**src/hw/rtc_config.svh**
```systemverilog
`ifndef RTC_CONFIG_SVH
`define RTC_CONFIG_SVH

// Data widths
`define RTC_BITS_BCD 8
`define RTC_BITS_BIN 7
`define RTC_BITS_IDX 4

// Held button repeat, in clock cycles
`define RTC_REPETICION 600

// Cursor runs 0..2
`define RTC_POS_MAX 2

// Field limits
`define RTC_MAX_SEG 59
`define RTC_MAX_MIN 59
`define RTC_MAX_HORA 23
`define RTC_MAX_DIA 31
`define RTC_MAX_MES 12
`define RTC_MAX_ANO 99
`define RTC_MIN_DIA 1
`define RTC_MIN_MES 1

`endif

```
**src/hw/rtc_pkg.sv**
```systemverilog
`include "rtc_config.svh"

package rtc_pkg;

    typedef enum logic [1:0] {
        MODO_NINGUNO,
        MODO_FECHA,
        MODO_HORA,
        MODO_TEMP
    } modo_t;

    typedef enum logic [1:0] {
        OP_NADA,
        OP_SUMAR,
        OP_RESTAR
    } op_t;

    // Time, then date, then countdown timer
    typedef enum logic [`RTC_BITS_IDX-1:0] {
        SEG_H, MIN_H, HORA_H,
        DIA_F, MES_F, ANO_F,
        SEG_T, MIN_T, HORA_T
    } campo_t;

    function automatic logic bcd_valido(input logic [`RTC_BITS_BCD-1:0] b);
        return (b[7:4] <= 4'd9) && (b[3:0] <= 4'd9);
    endfunction

    function automatic logic [`RTC_BITS_BIN-1:0] bcd_a_bin(input logic [`RTC_BITS_BCD-1:0] b);
        logic [`RTC_BITS_BIN-1:0] dec;
        logic [`RTC_BITS_BIN-1:0] uni;
        dec = '0;
        uni = '0;
        dec[3:0] = b[7:4];
        uni[3:0] = b[3:0];
        return dec * 7'd10 + uni;
    endfunction

    // Input must be below 100
    function automatic logic [`RTC_BITS_BCD-1:0] bin_a_bcd(input logic [`RTC_BITS_BIN-1:0] v);
        logic [`RTC_BITS_BIN-1:0] dec;
        logic [`RTC_BITS_BIN-1:0] uni;
        dec = v / 7'd10;
        uni = v - dec * 7'd10;
        return {dec[3:0], uni[3:0]};
    endfunction

endpackage

```
**src/hw/botones_if.sv**
```systemverilog
`timescale 1ns/100ps

// One-cycle button pulses, at most one high at a time
interface botones_if;

    logic sumar;
    logic restar;
    logic derecha;
    logic izquierda;

    modport emisor (
        output sumar, restar, derecha, izquierda
    );

    modport receptor (
        input sumar, restar, derecha, izquierda
    );

endinterface

```
**src/hw/boton_pulsos.sv**
```systemverilog
`timescale 1ns/100ps
`include "rtc_config.svh"

module boton_pulsos (
    input  logic RELOJ,
    input  logic RESET,
    input  logic sumar,
    input  logic restar,
    input  logic derecha,
    input  logic izquierda,
    botones_if.emisor pulsos
);

    localparam int ANCHO = $clog2(`RTC_REPETICION + 1);
    localparam logic [ANCHO-1:0] LIMITE = `RTC_REPETICION;

    // Bit order: sumar, restar, derecha, izquierda
    logic [3:0] sinc;
    logic [3:0] previo;
    logic [3:0] flanco;
    logic [3:0] candidato;
    logic [ANCHO-1:0] contador;
    logic repetir;
    logic disparo;

    assign flanco = sinc & ~previo;
    assign repetir = (|sinc) && (contador == LIMITE);
    assign disparo = (|flanco) || repetir;

    // New press selects among fresh edges, repeat among held buttons
    assign candidato = (|flanco) ? flanco : sinc;

    always_ff @(posedge RELOJ)
    begin
        if (RESET)
        begin
            sinc <= '0;
            previo <= '0;
            contador <= '0;
            pulsos.sumar <= 1'b0;
            pulsos.restar <= 1'b0;
            pulsos.derecha <= 1'b0;
            pulsos.izquierda <= 1'b0;
        end
        else
        begin
            sinc <= {sumar, restar, derecha, izquierda};
            previo <= sinc;

            // Fixed priority keeps the pulses one-hot
            pulsos.sumar <= disparo && candidato[3];
            pulsos.restar <= disparo && !candidato[3] && candidato[2];
            pulsos.derecha <= disparo && (candidato[3:2] == 2'b00) && candidato[1];
            pulsos.izquierda <= disparo && (candidato[3:1] == 3'b000) && candidato[0];

            if (disparo)
                contador <= ANCHO'(1);
            else if (|sinc)
                contador <= contador + 1'b1;
            else
                contador <= '0;
        end
    end

endmodule

```
**src/hw/selector_campo.sv**
```systemverilog
`timescale 1ns/100ps
`include "rtc_config.svh"

module selector_campo (
    input  logic RELOJ,
    input  logic RESET,
    input  logic p_fecha,
    input  logic p_hora,
    input  logic p_temp,
    botones_if.receptor pulsos,
    output rtc_pkg::op_t op,
    output rtc_pkg::campo_t campo
);

    localparam logic [1:0] POS_MAX = `RTC_POS_MAX;

    rtc_pkg::modo_t modo;
    rtc_pkg::campo_t base;
    rtc_pkg::campo_t destino;
    logic [1:0] cursor;

    ////////////////////////////////////////////////////////////////////////////
    // Mode decode
    ////////////////////////////////////////////////////////////////////////////

    always_comb
    begin
        case ({p_fecha, p_hora, p_temp})
            3'b100: modo = rtc_pkg::MODO_FECHA;
            3'b010: modo = rtc_pkg::MODO_HORA;
            3'b001: modo = rtc_pkg::MODO_TEMP;
            default: modo = rtc_pkg::MODO_NINGUNO;
        endcase
    end

    // First field of the selected group
    always_comb
    begin
        case (modo)
            rtc_pkg::MODO_FECHA: base = rtc_pkg::DIA_F;
            rtc_pkg::MODO_TEMP: base = rtc_pkg::SEG_T;
            default: base = rtc_pkg::SEG_H;
        endcase
    end

    assign destino = rtc_pkg::campo_t'(base + cursor);

    ////////////////////////////////////////////////////////////////////////////
    // Cursor and operation
    ////////////////////////////////////////////////////////////////////////////

    always_ff @(posedge RELOJ)
    begin
        if (RESET)
        begin
            cursor <= '0;
            op <= rtc_pkg::OP_NADA;
        end
        else
        begin
            op <= rtc_pkg::OP_NADA;
            if (modo == rtc_pkg::MODO_NINGUNO)
                cursor <= '0;
            else if (pulsos.sumar)
                op <= rtc_pkg::OP_SUMAR;
            else if (pulsos.restar)
                op <= rtc_pkg::OP_RESTAR;
            else if (pulsos.derecha && cursor != 2'd0)
                cursor <= cursor - 1'b1;
            else if (pulsos.izquierda && cursor != POS_MAX)
                cursor <= cursor + 1'b1;
        end
    end

    // Only meaningful while op is active
    always_ff @(posedge RELOJ)
    begin
        campo <= destino;
    end

endmodule

```
**src/hw/banco_registros.sv**
```systemverilog
`timescale 1ns/100ps
`include "rtc_config.svh"

module banco_registros (
    input  logic RELOJ,
    input  logic RESET,
    input  rtc_pkg::op_t op,
    input  rtc_pkg::campo_t campo,
    input  logic cargar,
    input  logic [`RTC_BITS_IDX-1:0] indice_dato,
    input  logic [`RTC_BITS_BCD-1:0] dato_in,
    output logic [`RTC_BITS_BCD-1:0] dato_out
);

    // Limits in field order
    localparam logic [`RTC_BITS_BIN-1:0] MAXIMO [9] = '{
        `RTC_MAX_SEG, `RTC_MAX_MIN, `RTC_MAX_HORA,
        `RTC_MAX_DIA, `RTC_MAX_MES, `RTC_MAX_ANO,
        `RTC_MAX_SEG, `RTC_MAX_MIN, `RTC_MAX_HORA
    };

    localparam logic [`RTC_BITS_BIN-1:0] MINIMO [9] = '{
        0, 0, 0,
        `RTC_MIN_DIA, `RTC_MIN_MES, 0,
        0, 0, 0
    };

    logic [`RTC_BITS_BIN-1:0] campos [9];
    logic [`RTC_BITS_BIN-1:0] actual;
    logic [`RTC_BITS_BIN-1:0] siguiente;
    logic [`RTC_BITS_BIN-1:0] valor_in;
    logic indice_ok;
    logic carga_ok;

    ////////////////////////////////////////////////////////////////////////////
    // Load check
    ////////////////////////////////////////////////////////////////////////////

    assign indice_ok = (indice_dato <= rtc_pkg::HORA_T);
    assign valor_in = rtc_pkg::bcd_a_bin(dato_in);

    assign carga_ok = cargar && indice_ok
                   && rtc_pkg::bcd_valido(dato_in)
                   && (valor_in >= MINIMO[indice_dato])
                   && (valor_in <= MAXIMO[indice_dato]);

    ////////////////////////////////////////////////////////////////////////////
    // Step with wrap
    ////////////////////////////////////////////////////////////////////////////

    assign actual = campos[campo];

    always_comb
    begin
        case (op)
            rtc_pkg::OP_SUMAR:
                siguiente = (actual >= MAXIMO[campo]) ? MINIMO[campo] : actual + 1'b1;
            rtc_pkg::OP_RESTAR:
                siguiente = (actual <= MINIMO[campo]) ? MAXIMO[campo] : actual - 1'b1;
            default:
                siguiente = actual;
        endcase
    end

    always_ff @(posedge RELOJ)
    begin
        if (RESET)
        begin
            for (int i = 0; i < 9; i++)
            begin
                campos[i] <= MINIMO[i];
            end
        end
        else
        begin
            if (op != rtc_pkg::OP_NADA)
                campos[campo] <= siguiente;
            // Load comes last so it overrides a step on the same field
            if (carga_ok)
                campos[indice_dato] <= valor_in;
        end
    end

    ////////////////////////////////////////////////////////////////////////////
    // BCD readback
    ////////////////////////////////////////////////////////////////////////////

    always_ff @(posedge RELOJ)
    begin
        if (RESET)
            dato_out <= '0;
        else if (indice_ok)
            dato_out <= rtc_pkg::bin_a_bcd(campos[indice_dato]);
        else
            dato_out <= '0;
    end

endmodule

```
**src/hw/rtc_ajuste_top.sv**
```systemverilog
`timescale 1ns/100ps
`include "rtc_config.svh"

module rtc_ajuste_top (
    input  logic RELOJ,
    input  logic RESET,
    input  logic P_FECHA,
    input  logic P_HORA,
    input  logic P_TEMP,
    input  logic SUMAR,
    input  logic RESTAR,
    input  logic DERECHA,
    input  logic IZQUIERDA,
    input  logic CARGAR,
    input  logic [`RTC_BITS_IDX-1:0] INDICE_DATO,
    input  logic [`RTC_BITS_BCD-1:0] DATO_IN,
    output logic [`RTC_BITS_BCD-1:0] DATO_OUT
);

    rtc_pkg::op_t op;
    rtc_pkg::campo_t campo;

    botones_if botones_i ();

    boton_pulsos boton_pulsos_i (
        .RELOJ     (RELOJ),
        .RESET     (RESET),
        .sumar     (SUMAR),
        .restar    (RESTAR),
        .derecha   (DERECHA),
        .izquierda (IZQUIERDA),
        .pulsos    (botones_i)
    );

    selector_campo selector_campo_i (
        .RELOJ   (RELOJ),
        .RESET   (RESET),
        .p_fecha (P_FECHA),
        .p_hora  (P_HORA),
        .p_temp  (P_TEMP),
        .pulsos  (botones_i),
        .op      (op),
        .campo   (campo)
    );

    banco_registros banco_registros_i (
        .RELOJ       (RELOJ),
        .RESET       (RESET),
        .op          (op),
        .campo       (campo),
        .cargar      (CARGAR),
        .indice_dato (INDICE_DATO),
        .dato_in     (DATO_IN),
        .dato_out    (DATO_OUT)
    );

endmodule

```
**config.mk**
```make
export PLATFORM = sky130hd
export DESIGN_NAME = rtc_ajuste_top
export DESIGN_NICKNAME = d
export VERILOG_FILES = /design/src/hw/rtc_pkg.sv /design/src/hw/botones_if.sv /design/src/hw/boton_pulsos.sv /design/src/hw/selector_campo.sv /design/src/hw/banco_registros.sv /design/src/hw/rtc_ajuste_top.sv
export VERILOG_INCLUDE_DIRS = /design/src /design/src/hw
export SDC_FILE = /design/constraint.sdc
export NUM_CORES = 1
export LEC_CHECK = 0
export ABC_AREA = 0
export BUFFER_PORTS_ARGS = -buffer_cell sky130_fd_sc_hd__buf_2
export CORE_AREA = 8 8 200 202
export CTS_CLUSTER_DIAMETER = 100
export DETAILED_ROUTE_END_ITERATION = 10
export DIE_AREA = 0 0 208 210
export GPL_TIMING_DRIVEN = 0
export PLACE_DENSITY = 0.41
export SLEW_MARGIN = 20
export SYNTH_ARGS = -nofsm -noshare
export SYNTH_HDL_FRONTEND = slang
export SYNTH_SLANG_ARGS = --single-unit
export TNS_END_PERCENT = 100
```
**constraint.sdc**
```tcl
create_clock -name RELOJ -period 11 [get_ports RELOJ]
set_input_delay 2.2 -clock RELOJ [delete_from_list [all_inputs] [get_ports RELOJ]]
set_output_delay 2.2 -clock RELOJ [all_outputs]
set_load 0.02 [all_outputs]
```
==> metrics.md <==
| Metric | Value |
|---|---|
| Sequential share of power | `42.1%` |
| Clk buf depth | `2` |
| Highest Signal Layer | `met4` |
| Reg clk slew, reported paths | `60 ps` |
| Worst-path fanout max | `10` |
| Die Y-Extent | `210 um` |
| Slew Limit Headroom | `41.3%` |
| Area Overhead vs Synth | `14.9%` |
| Antenna viol nets, final | `0` |
| Vias | `6888` |
| Synthesized area | `9090 sq um` |
| RSZ-0062 raised after global routing | `no` |
| Drt initial violations | `521` |
| Routability congestion estimate | `0.810` |
| Top-level port count | `30` |
| Initial Util | `24.6%` |
| Synthesized Nets | `870` |
| Cts repair resizes | `0` |
| Hold path cells | `2` |
| Setup crit start kind | `input pin` |
| Sequential cell area | `4120 sq um` |
| First-pass DRT Iterations | `7` |
| H-tree depth | `4` |
| Ys async rst share | `0%` |
| Cells after DPL | `1312` |
| CTS sink cnt | `150` |
| Metal2 WL | `13.7 mm` |
| Status | `finished, final reports clean` |
| Vias in the first global route | `6810` |
| Initial antenna violation count | `2` |
| GRT overflow | `0` |
| Core area | `37000 sq um` |
| Worst r2r path cells | `17` |
| Int Pwr | `1.08 mW` |
| First-pass GRT wire length | `43.9 mm` |
| Setup bufs post-CTS | `0` |
| Yosys reg bits | `150` |
| # rows | `71` |
| Final wirelength | `29.2 mm` |
| Wire per inst | `21.7 um` |
| Multi-input logic area | `4460 sq um` |
| Sw Pwr | `426 uW` |
| Worst path arrival time | `7760 ps` |
| Post-synth EDFFs | `112` |
| Crit Path Class | `in -> reg` |
| DR vias/cell | `5.12` |
| Share of cells above drive strength 1 | `17.1%` |
| Pwr Total | `1.50 mW` |
| # setup viols final | `0` |
| CTS tree | `yes` |
| Max Clk Rate | `0.135 GHz` |
| Fin cells | `1346` |
| DRC viols | `0` |
| Final min period | `7410 ps` |
| Nets | `916` |
| Clock Skew | `12.2 ps` |
| VDD IR max | `116 uV` |
| Yosys warnings | `0` |
| Num CTS Buffers | `17` |
| Syn Inst Count | `811` |
| Hold crit path type | `reg -> reg` |
| Final worst-path cycle share | `67.3%` |
| Post-layout util | `28.3%` |
| Comb pwr share | `17.9%` |
| P_leak | `3.86 nW` |
| Largest net degree at the start of global routing | `17` |
| Fin Hold WS | `474 ps` |
| Post-Syn Area per Cell | `11.2 sq um` |
| Fill cells | `3883` |
| Number of I/O port buffers | `26` |
| DP HPWL | `21.2 mm` |
| Met1 wire length | `12.8 mm` |
| Distinct cells, synth | `64` |
| DR WL met3 | `2.14 mm` |
| Power Density | `144 nW/um^2` |
| Post-Route Setup TNS | `0 ps` |
| Clock root buffer | `clkbuf_16` |
| Switch share | `28.4%` |
| Die width | `208 um` |
| CP Capture Type | `register` |
| Clock latency on the worst-skew pair | `430 ps` |
| Final hold vios | `0` |
| Synth Flop Type | `edfxtp_1` |
| Max Cap Violations | `0` |
| Sequential area share after synthesis | `45.4%` |
| Total Routing Usage GR | `13.4%` |
| CTS Hold Buffers Added | `0` |
| Required time worst endpoint | `11350 ps` |
| Clk network pwr share | `40.0%` |
| Die Area | `43700 sq um` |
| Fin. max-slew vios | `0` |
| Worst Tran Pin Value | `856 ps` |
registers in the layout, indices dropped and copies added, names as in the netlist, 2 cells and up:
name / count
banco_registros_i.campos: 112
boton_pulsos_i.contador: 10
banco_registros_i.dato_out: 8
boton_pulsos_i.previo: 4
boton_pulsos_i.sinc: 4
selector_campo_i.campo: 4
selector_campo_i.cursor: 2
selector_campo_i.op: 2
synth_stat cells (3+ instances only):
cell type / n / area (sq um)
and4_1: 6 / 52.6
o21ai_0: 22 / 110
mux4_2: 61 / 1370
inv_1: 79 / 297
edfxtp_1: 112 / 3360
nor2b_1: 15 / 93.8
a21oi_1: 22 / 110
ha_1: 33 / 413
buf_2: 6 / 30.0
clkbuf_1: 32 / 120
o22ai_1: 62 / 388
xnor2_1: 7 / 61.3
or4_1: 3 / 22.5
o221ai_1: 3 / 26.3
and3_1: 6 / 37.5
and2_1: 5 / 31.3
nand3b_1: 3 / 22.5
o211ai_1: 5 / 37.5
buf_1: 6 / 22.5
a21o_1: 8 / 60.1
mux2i_1: 8 / 80.1
nand3_1: 23 / 115
nand4b_1: 3 / 26.3
nor2_1: 56 / 210
nand2b_1: 14 / 87.6
xor2_1: 10 / 87.6
a22oi_1: 3 / 22.5
nor3_1: 15 / 75.1
fa_1: 4 / 80.1
dfxtp_1: 38 / 761
nand2_1: 67 / 251
buf_6: 5 / 56.3
o31ai_1: 3 / 22.5
a31oi_1: 4 / 25.0
nor4_1: 7 / 43.8
or3_1: 6 / 37.5
nand4_1: 11 / 68.8
nor4b_1: 3 / 26.3
worst max-delay path, stage by stage:
cell and delay (ps):
clkbuf_1 540, clkbuf_1 740, mux4_2 430, a22o_1 250, a221oi_1 690, nand2_1 140, a31oi_1 210, o31ai_1 180
ha_1 380, nand2_1 70, o221ai_1 390, o21ai_0 150, mux2_2 280, nand2_1 100, nand3_1 120, ha_1 200
inv_1 60, fa_1 190, xnor2_1 100, a311o_1 270, o21ai_0 70
final timing paths:
path                            slack, ps                        endpoint                      start
worst min-delay path                  470        boton_pulsos_i.previo[1]     boton_pulsos_i.sinc[1]
worst max-delay path                 3590   banco_registros_i.dato_out[3]             INDICE_DATO[1]
worst max register to register       4200  banco_registros_i.campos[3][6]  selector_campo_i.campo[1]
worst min register to register        470        boton_pulsos_i.previo[1]     boton_pulsos_i.sinc[1]
cell families (layout without fill, tap and decap cells):
kind of cell | count (synthesis) | after routing | share of synthesized area, %
other | 0 | 2 | 0
AO/OA/AOI/OAI | 159 | 159 | 11.8
AND/OR/NAND/NOR | 247 | 247 | 13.7
multiplexers | 71 | 71 | 16.2
buffers and inverters | 130 | 189 | 5.87
flip-flops | 150 | 150 | 45.4
XOR/XNOR | 17 | 17 | 1.64
adder cells (fa/ha/maj) | 37 | 37 | 5.42
placed cells by master (no fill, tap or decap), types with 5 or more instances in the layout:
cell type    n
ha_1        33
clkbuf_1    33
nand3_1     23
nor3_1      14
and3_1       6
clkinv_2     6
clkbuf_16   17
nand4_1     11
xor2_1       9
or3_1        6
o21ai_0     22
nor2_2       6
nor4_1       7
inv_1       79
nor2b_1     15
a21oi_1     22
buf_2       32
o211ai_1     5
nor2_1      50
and2_1       5
mux4_2      61
buf_6        5
dfxtp_1     38
nand2b_1    14
and4_1       6
a21o_1       8
nand2_1     67
xnor2_1      7
o22ai_1     62
mux2i_1      7
edfxtp_1   112
power by group through the flow:
stage          Combinational (mW)  Sequential [mW]  Clock [mW]
3_5_place_dp                0.267            0.646           0
3_3_place_gp                0.266            0.645           0
4_1_cts                     0.268            0.634       0.615
2_1_floorplan               0.179            0.648           0
6_report                    0.268            0.634       0.601
5_1_grt                     0.296            0.635       0.635
cell type report:
cell class	instances	area share [%]
inverter	81	2.91
clock inverter	14	1.52
antenna	2	0.0479
multi-input combinational	531	42.7
clock buffer	18	4.11
timing repair buffer	27	1.32
sequential	150	39.5
tap	474	5.68
buffer	49	2.22
per-stage QoR:
step / setup slack [ps] / cell area (sq um)
2_1_floorplan: 4200 / 9090
3_3_place_gp: 2920 / 9810
3_5_place_dp: 2860 / 9840
4_1_cts: 3310 / 10400
5_1_grt: 3160 / 10400
6_report: 3590 / 10400
routing by layer:
metal / track usage [%] / up-vias
met5: 0 / -
met4: 4.16 / 0
met3: 3.04 / 22
met2: 21.8 / 267
met1: 17.5 / 3421
li1: - / 3178
Power figures use the tool's default switching activity.
